<file path="src/replay_axis_pkg.sv">
// AXI-Stream field types and deframer state encoding
package replay_axis_pkg;

  // Stream field widths
  localparam int TDATA_BITS = 64;
  localparam int TSTRB_BITS = TDATA_BITS / 8;
  localparam int TUSER_BITS = 32;

  // 64-bit beat payload
  typedef logic [TDATA_BITS-1:0] tdata_t;

  // One strobe bit per byte lane
  typedef logic [TSTRB_BITS-1:0] tstrb_t;

  // Per-packet metadata taken from the header word
  typedef logic [TUSER_BITS-1:0] tuser_t;

  // Deframer FSM
  // st_header waits for and consumes the header word
  // st_packet streams beats until a partial strobe
  typedef enum logic {
    st_header,
    st_packet
  } deframer_state_t;

endpackage

</file>
<file path="src/replay_cfg_pkg.sv">
// Lane layout, host write word and packed word types, FIFO sizing defaults
package replay_cfg_pkg;

  // One lane is a strobe bit sitting above one data byte
  localparam int LANE_BITS = 9;

  // Data bits inside a lane
  localparam int BYTE_BITS = LANE_BITS - 1;

  // Host side write word, four lanes
  localparam int WR_LANES = 4;

  // Buffered word, two write words side by side
  localparam int RD_LANES = 8;

  // Derived widths
  localparam int WR_BITS = WR_LANES * LANE_BITS;
  localparam int RD_BITS = RD_LANES * LANE_BITS;

  // 36-bit host write word
  typedef logic [WR_BITS-1:0] wr_word_t;

  // 72-bit packed word as held in the FIFO
  // Lane i occupies bits [9i+8:9i], strobe on top
  typedef logic [RD_BITS-1:0] packed_word_t;

  // Default FIFO depth in packed words, power of two
  localparam int FIFO_DEPTH_DEFAULT = 16;

  // Default almost-full threshold in packed words
  localparam int PROG_FULL_DEFAULT = 12;

endpackage
</file>
<file path="src/replay_engine.sv">
// Packet replay top level, gather stage, FIFO and deframer in a chain
`timescale 1ns/1ps

module replay_engine #(
  parameter int FIFO_DEPTH      = replay_cfg_pkg::FIFO_DEPTH_DEFAULT,
  parameter int PROG_FULL_LEVEL = replay_cfg_pkg::PROG_FULL_DEFAULT
) (
  input  logic                         axi_aclk,
  input  logic                         rst,
  input  logic                         sw_rst,
  // Host write side
  input  logic                         fifo_wr_en,
  input  replay_cfg_pkg::wr_word_t     fifo_din,
  output logic                         fifo_full,
  output logic                         fifo_prog_full,
  // Stream master
  output replay_axis_pkg::tdata_t      m_axis_tdata,
  output replay_axis_pkg::tstrb_t      m_axis_tstrb,
  output replay_axis_pkg::tuser_t      m_axis_tuser,
  output logic                         m_axis_tvalid,
  input  logic                         m_axis_tready,
  output logic                         m_axis_tlast
);

  // Gather to FIFO
  logic                         push;
  replay_cfg_pkg::packed_word_t push_word;

  // FIFO to deframer
  logic                         pop;
  replay_cfg_pkg::packed_word_t pop_word;
  logic                         empty;

  // Retimed soft reset, fans out to all stages
  logic                         flush;

  replay_width_gather replay_width_gather_i (
    .axi_aclk   (axi_aclk),
    .rst        (rst),
    .flush      (flush),
    .fifo_wr_en (fifo_wr_en),
    .fifo_din   (fifo_din),
    .push       (push),
    .push_word  (push_word)
  );

  replay_fifo #(
    .FIFO_DEPTH      (FIFO_DEPTH),
    .PROG_FULL_LEVEL (PROG_FULL_LEVEL)
  ) replay_fifo_i (
    .axi_aclk  (axi_aclk),
    .rst       (rst),
    .sw_rst    (sw_rst),
    .push      (push),
    .push_word (push_word),
    .pop       (pop),
    .pop_word  (pop_word),
    .empty     (empty),
    .full      (fifo_full),
    .prog_full (fifo_prog_full),
    .flush     (flush)
  );

  replay_deframer replay_deframer_i (
    .axi_aclk      (axi_aclk),
    .rst           (rst),
    .flush         (flush),
    .pop_word      (pop_word),
    .empty         (empty),
    .m_axis_tready (m_axis_tready),
    .pop           (pop),
    .m_axis_tdata  (m_axis_tdata),
    .m_axis_tstrb  (m_axis_tstrb),
    .m_axis_tuser  (m_axis_tuser),
    .m_axis_tvalid (m_axis_tvalid),
    .m_axis_tlast  (m_axis_tlast)
  );

endmodule

</file>
<file path="src/replay_deframer.sv">
// Header capture and packet streaming FSM, FIFO words to AXI-Stream master
`timescale 1ns/1ps

module replay_deframer (
  input  logic                            axi_aclk,
  input  logic                            rst,
  input  logic                            flush,
  input  replay_cfg_pkg::packed_word_t    pop_word,
  input  logic                            empty,
  input  logic                            m_axis_tready,
  output logic                            pop,
  output replay_axis_pkg::tdata_t         m_axis_tdata,
  output replay_axis_pkg::tstrb_t         m_axis_tstrb,
  output replay_axis_pkg::tuser_t         m_axis_tuser,
  output logic                            m_axis_tvalid,
  output logic                            m_axis_tlast
);

  localparam int LB = replay_cfg_pkg::LANE_BITS;
  localparam int BB = replay_cfg_pkg::BYTE_BITS;

  replay_axis_pkg::deframer_state_t state;
  replay_axis_pkg::deframer_state_t state_next;

  // Unpacked head word
  replay_axis_pkg::tdata_t lane_data;
  replay_axis_pkg::tstrb_t lane_strb;

  // Metadata held for the current packet
  replay_axis_pkg::tuser_t tuser_r;

  // Any missing strobe marks the final beat
  logic partial;

  // Split each 9-bit lane into strobe and byte
  for (genvar i = 0; i < replay_cfg_pkg::RD_LANES; i++) begin : g_lane
    assign lane_strb[i]           = pop_word[i*LB + BB];
    assign lane_data[i*BB +: BB]  = pop_word[i*LB +: BB];
  end

  assign partial = !(&lane_strb);

  // Stream fields follow the head word directly
  assign m_axis_tdata = lane_data;
  assign m_axis_tstrb = lane_strb;
  assign m_axis_tuser = tuser_r;

  // tvalid and tlast do not depend on tready, so they hold under back-pressure
  assign m_axis_tvalid = (state == replay_axis_pkg::st_packet) && !empty;
  assign m_axis_tlast  = m_axis_tvalid && partial;

  // Next state and pop
  always_comb begin
    state_next = state;
    pop        = 1'b0;
    case (state)
      replay_axis_pkg::st_header: begin
        // Header is consumed as soon as it shows up
        if (!empty) begin
          pop        = 1'b1;
          state_next = replay_axis_pkg::st_packet;
        end
      end
      replay_axis_pkg::st_packet: begin
        // Pop only on a completed beat
        if (m_axis_tvalid && m_axis_tready) begin
          pop = 1'b1;
          if (partial) begin
            state_next = replay_axis_pkg::st_header;
          end
        end
      end
      default: begin
        state_next = replay_axis_pkg::st_header;
      end
    endcase
  end

  always_ff @(posedge axi_aclk) begin
    if (rst || flush) begin
      state   <= replay_axis_pkg::st_header;
      tuser_r <= '0;
    end else begin
      state <= state_next;
      // Low four data bytes of the header become tuser
      if (state == replay_axis_pkg::st_header && !empty) begin
        tuser_r <= lane_data[replay_axis_pkg::TUSER_BITS-1:0];
      end
    end
  end

endmodule

</file>
<file path="src/replay_fifo.sv">
// Synchronous FWFT FIFO with full, almost-full and soft-reset flush
`timescale 1ns/1ps

module replay_fifo #(
  parameter int FIFO_DEPTH      = 16,
  parameter int PROG_FULL_LEVEL = 12
) (
  input  logic                         axi_aclk,
  input  logic                         rst,
  input  logic                         sw_rst,
  input  logic                         push,
  input  replay_cfg_pkg::packed_word_t push_word,
  input  logic                         pop,
  output replay_cfg_pkg::packed_word_t pop_word,
  output logic                         empty,
  output logic                         full,
  output logic                         prog_full,
  output logic                         flush
);

  localparam int PTR_BITS = $clog2(FIFO_DEPTH);
  localparam int CNT_BITS = PTR_BITS + 1;

  // Threshold values at counter width
  localparam logic [CNT_BITS-1:0] CNT_MAX  = CNT_BITS'(FIFO_DEPTH);
  localparam logic [CNT_BITS-1:0] CNT_HIGH = CNT_BITS'(FIFO_DEPTH - 1);
  localparam logic [CNT_BITS-1:0] CNT_PROG = CNT_BITS'(PROG_FULL_LEVEL);

  // Storage
  replay_cfg_pkg::packed_word_t mem [FIFO_DEPTH];

  logic [PTR_BITS-1:0] wr_ptr;
  logic [PTR_BITS-1:0] rd_ptr;
  logic [CNT_BITS-1:0] count;
  logic [CNT_BITS-1:0] count_next;

  // Qualified requests
  logic push_ok;
  logic pop_ok;

  // Head word is always presented, valid while not empty
  assign pop_word = mem[rd_ptr];
  assign empty    = (count == '0);

  // Overflow and underflow guards
  assign push_ok = push && (count != CNT_MAX);
  assign pop_ok  = pop && !empty;

  always_comb begin
    count_next = count + CNT_BITS'(push_ok) - CNT_BITS'(pop_ok);
  end

  // Soft reset is retimed once, then clears every stage
  always_ff @(posedge axi_aclk) begin
    if (rst) begin
      flush <= 1'b0;
    end else begin
      flush <= sw_rst;
    end
  end

  // Pointers, occupancy and level flags
  always_ff @(posedge axi_aclk) begin
    if (rst || flush) begin
      wr_ptr    <= '0;
      rd_ptr    <= '0;
      count     <= '0;
      full      <= 1'b0;
      prog_full <= 1'b0;
    end else begin
      if (push_ok) begin
        wr_ptr <= wr_ptr + 1'b1;
      end
      if (pop_ok) begin
        rd_ptr <= rd_ptr + 1'b1;
      end
      count <= count_next;
      // One slot held back for the word still in the gather stage
      full      <= (count_next >= CNT_HIGH);
      prog_full <= (count_next >= CNT_PROG);
    end
  end

  // Write port
  always_ff @(posedge axi_aclk) begin
    if (push_ok) begin
      mem[wr_ptr] <= push_word;
    end
  end

endmodule

</file>
<file path="src/replay_width_gather.sv">
// Write word pairing stage, two 36-bit host words into one 72-bit packed word
`timescale 1ns/1ps

module replay_width_gather (
  input  logic                        axi_aclk,
  input  logic                        rst,
  input  logic                        flush,
  input  logic                        fifo_wr_en,
  input  replay_cfg_pkg::wr_word_t    fifo_din,
  output logic                        push,
  output replay_cfg_pkg::packed_word_t push_word
);

  // Low half of the word being assembled
  replay_cfg_pkg::wr_word_t half_word;

  // Low when the next write is the first of a pair
  logic phase;

  // Second write of a pair completes the word
  logic pair_done;

  assign pair_done = fifo_wr_en && phase;

  // Control path
  always_ff @(posedge axi_aclk) begin
    if (rst || flush) begin
      phase <= 1'b0;
      push  <= 1'b0;
    end else begin
      // Push pulses one cycle after the completing write
      push <= pair_done;
      if (fifo_wr_en) begin
        phase <= ~phase;
      end
    end
  end

  // Payload path
  always_ff @(posedge axi_aclk) begin
    // First write lands in lanes 0..3
    if (fifo_wr_en && !phase) begin
      half_word <= fifo_din;
    end
    // Second write supplies lanes 4..7
    if (pair_done) begin
      push_word <= {fifo_din, half_word};
    end
  end

endmodule

</file>
<file path="config.mk">
export PLATFORM = sky130hd
export DESIGN_NAME = replay_engine
export DESIGN_NICKNAME = d
export VERILOG_FILES = /design/src/replay_axis_pkg.sv /design/src/replay_cfg_pkg.sv /design/src/replay_engine.sv /design/src/replay_deframer.sv /design/src/replay_fifo.sv /design/src/replay_width_gather.sv
export SDC_FILE = /design/constraint.sdc
export NUM_CORES = 1
export LEC_CHECK = 0
export BUFFER_PORTS_ARGS = -buffer_cell sky130_fd_sc_hd__buf_2
export CORE_ASPECT_RATIO = 1.5
export CORE_UTILIZATION = 31
export CTS_BUF_LIST = sky130_fd_sc_hd__clkbuf_16
export DETAILED_ROUTE_END_ITERATION = 10
export SLEW_MARGIN = 25
export SYNTH_ARGS = -nofsm -noshare
export SYNTH_HDL_FRONTEND = slang
export SYNTH_SLANG_ARGS = --single-unit
</file>
<file path="constraint.sdc">
create_clock -name axi_aclk -period 13.93 [get_ports axi_aclk]
set_input_delay 0.6965 -clock axi_aclk [delete_from_list [all_inputs] [get_ports axi_aclk]]
set_output_delay 0.6965 -clock axi_aclk [all_outputs]
set_load 0.1 [all_outputs]
</file>
==> impl_metrics.yaml <==
outcome:
  status: "completed"
critical_path:
  path_common_cell: "mux4_2"
  required_ps: 13230
  path_max_fanout: 79
  crit_type: "reg2out"
  crit_chain: "buf_4, buf_12, buf_16, mux4_2, mux4_2, buf_2"
  start_kind: "register"
  rrSetupSlack_ps: 9840
  slowest_delay_ps: 850
  cp.arrival_ps: 4910
  r2r_end: "replay_deframer_i.m_axis_tuser[5]"
  end_kind: "primary output"
  r2r_cells: 7
  cp_slowest_cell: "dfxtp_4"
final_layout:
  fin_util_pct: 36.1
  syn2layout_area_growth_pct: 15.3
  nNetsFinal: 2277
  nFillCells: 14100
  drive_gt1_share_pct: 32.6
detailed_routing:
  dr.first_iter.drc_count: 2064
  via_per_inst: 4.92
  wl_per_cell_um: 26.6
  drt_first_pass_iters: 5
  drc: 0
  ant_nets: 0
  wl_mm: 117
  vias: 21600
global_route:
  grt_pass1_vias: 23000
  grt_max_degree: 125
  overflow: 0
  grt_usage_pct: 14.6
  antenna_found_initial: 12
  grt_pass1_wl_mm: 166
hold_path:
  hold_end: "replay_fifo_i.flush"
  min_path_type: "in2reg"
  worstHoldStart: "rst"
  min_path_cells: 2
clocking:
  root_buffer: "clkbuf_16"
  max-clock-path-buffers: 3
  clk_pin_slew_ps: 60
  clock_latency_ps: 750
  cts_resized: 0
  cts_num_sinks: 1315
  cts_buffers: 121
  cts_tree: "built"
  htreeDepth: 3
  post-cts-setup-buffers: 0
  ctsHoldBuffers: 0
synthesis:
  synth_edf_count: 1260
  synth_fp_nets: 2047
  syn-cell-area_mm2: 0.0486
  synthFlopType: "edfxtp_1"
  avgSynthCellArea_um2: 24.4
  synth_seq_cells: 1315
  synthArstFlopShare_pct: 0
  yosysWarningCount: 0
  netlist_instances: 1994
  ys_seq_area_share_pct: 80.1
  ys_types: 32
sta:
  rsz0062_at_grt: "false"
  hold-worst-slack_ps: 148
  finalMaxSlewViolations: 0
  relSlewSlack_pct: 32.7
  fin_crit_sh_pct: 40.3
  finalCriticalPeriod_ps: 5610
  setup_viol: 0
  fin_tns_setup_ps: 0
  max_freq_ghz: 0.178
  fin_worst_skew_ps: 53.4
  final_hold_viol_count: 0
  tightest_slew_ps: 1010
floorplanning:
  die_h_um: 487
  core_area_mm2: 0.155
  io_pins: 149
  num_rows: 177
  start_util_pct: 31.3
  dieArea_mm2: 0.158
  fp.dieW_um: 325
power:
  ir_drop_v: 0.000166
  p_leak_nw: 17.1
  powerDensity_mw_per_mm2: 181
placement:
  io_buffers: 148
  hpwlAfterDp_mm: 61.1
  routabilityCongestion: 0.719
job:
  cap_violations: 0
## how the worst max path moves through the flow
stage                            from                      end
5_1_grt                      register         m_axis_tdata[40]
4_1_cts                      register          m_axis_tdata[3]
3_5_place_dp                 register          m_axis_tdata[3]
2_1_floorplan  replay_fifo_i.count[2]  replay_fifo_i.mem[3][0]
3_3_place_gp                 register         m_axis_tdata[12]
6_report                     register         m_axis_tdata[40]
## area by class of cell
cell class                      count  area [um2]  share of cell area, %
Inverter                           11        41.3                 0.0737
Timing Repair Buffer              203        1230                   2.19
Tap cell                         2058        2570                   4.59
Sequential cell                  1315       39000                   69.5
Multi-Input combinational cell    572        9250                   16.5
Antenna cell                        4        10.0                 0.0179
Clock buffer                      124        3100                   5.54
Clock inverter                    101         893                   1.59
## flip-flops by register name (all words and copies together) (netlist names), named ones only
signal and count:
replay_fifo_i.mem 1152, replay_width_gather_i.push_word 72, replay_width_gather_i.half_word 36, replay_deframer_i.m_axis_tuser 32, replay_fifo_i.count 5, replay_fifo_i.rd_ptr 4
replay_fifo_i.wr_ptr 4, replay_deframer_i.state 1, replay_fifo_i.flush 1, replay_fifo_i.full 1, replay_fifo_i.prog_full 1, replay_width_gather_i.phase 1
replay_width_gather_i.push 1
## critical path, delay by kind of cell (launching register included)
family / cells / cell delay, ps
flops: 1 / 850
buf+inv: 4 / 1950
mux: 2 / 1130
## kinds of logic after synthesis
logic type	after synthesis	share of synthesized area, %
AO/OA/AOI/OAI	58	0.708
buffers and inverters	107	1.15
adder cells (fa/ha/maj)	12	0.324
multiplexers	354	16.3
XOR/XNOR	10	0.180
AND/OR/NAND/NOR	138	1.20
flip-flops	1315	80.1
## power breakdown
part / internal (W) / leakage, nW / switching (W)
Clock: 0.00187 / 2.02 / 0.00146
Sequential: 0.00437 / 11.8 / 0.0000877
Combinational: 0.000787 / 3.30 / 0.00154
Total: 0.00703 / 17.1 / 0.00309
## synthesized netlist by cell type (5+ instances only)
master,count,area share [%]
ha_1,11,0.28
and2_1,5,0.064
nor3_1,6,0.062
nand2_1,79,0.61
mux4_2,352,16
buf_4,13,0.20
inv_1,11,0.085
edfxtp_1,1260,78
buf_1,5,0.039
buf_2,21,0.22
clkbuf_1,45,0.35
xor2_1,5,0.090
buf_6,11,0.25
dfxtp_1,55,2.3
nor2_1,33,0.25
a21oi_1,37,0.38
a22oi_1,16,0.25
xnor2_1,5,0.090
## layout by cell type (no fill, tap or decap), types with 16 or more instances in the layout
master	netlist	final
edfxtp_1	1260	1260
dfxtp_1	55	51
mux4_2	352	352
buf_4	13	49
buf_2	21	148
clkinv_2	0	25
nand2_1	79	79
clkinv_1	0	31
a22oi_1	16	16
nor2_1	33	20
clkbuf_16	0	124
a21oi_1	37	37
inv_1	11	28
## per-layer routing
layer	GRT usage (%)	routed length, um
met5	0	39
met4	4.48	2580
met3	2.57	6810
met2	24.6	58200
met1	19.3	49300
## per-stage QoR
| stage | instance area, um2 | worst slack [ps] | std cells | power (W) |
|---|---|---|---|---|
| finish | 56100 | 8320 | 4388 | 0.0101 |
| global route | 56000 | 7940 | 4386 | 0.0105 |
| CTS | 56000 | 8170 | 4381 | 0.0102 |
| global placement | 52000 | 9070 | 4156 | 0.00687 |
| floorplan | 48600 | 7100 | 1994 | 0.00647 |
| detailed placement | 52000 | 9010 | 4156 | 0.00691 |
No activity file was read; power rests on OpenSTA's default activity.
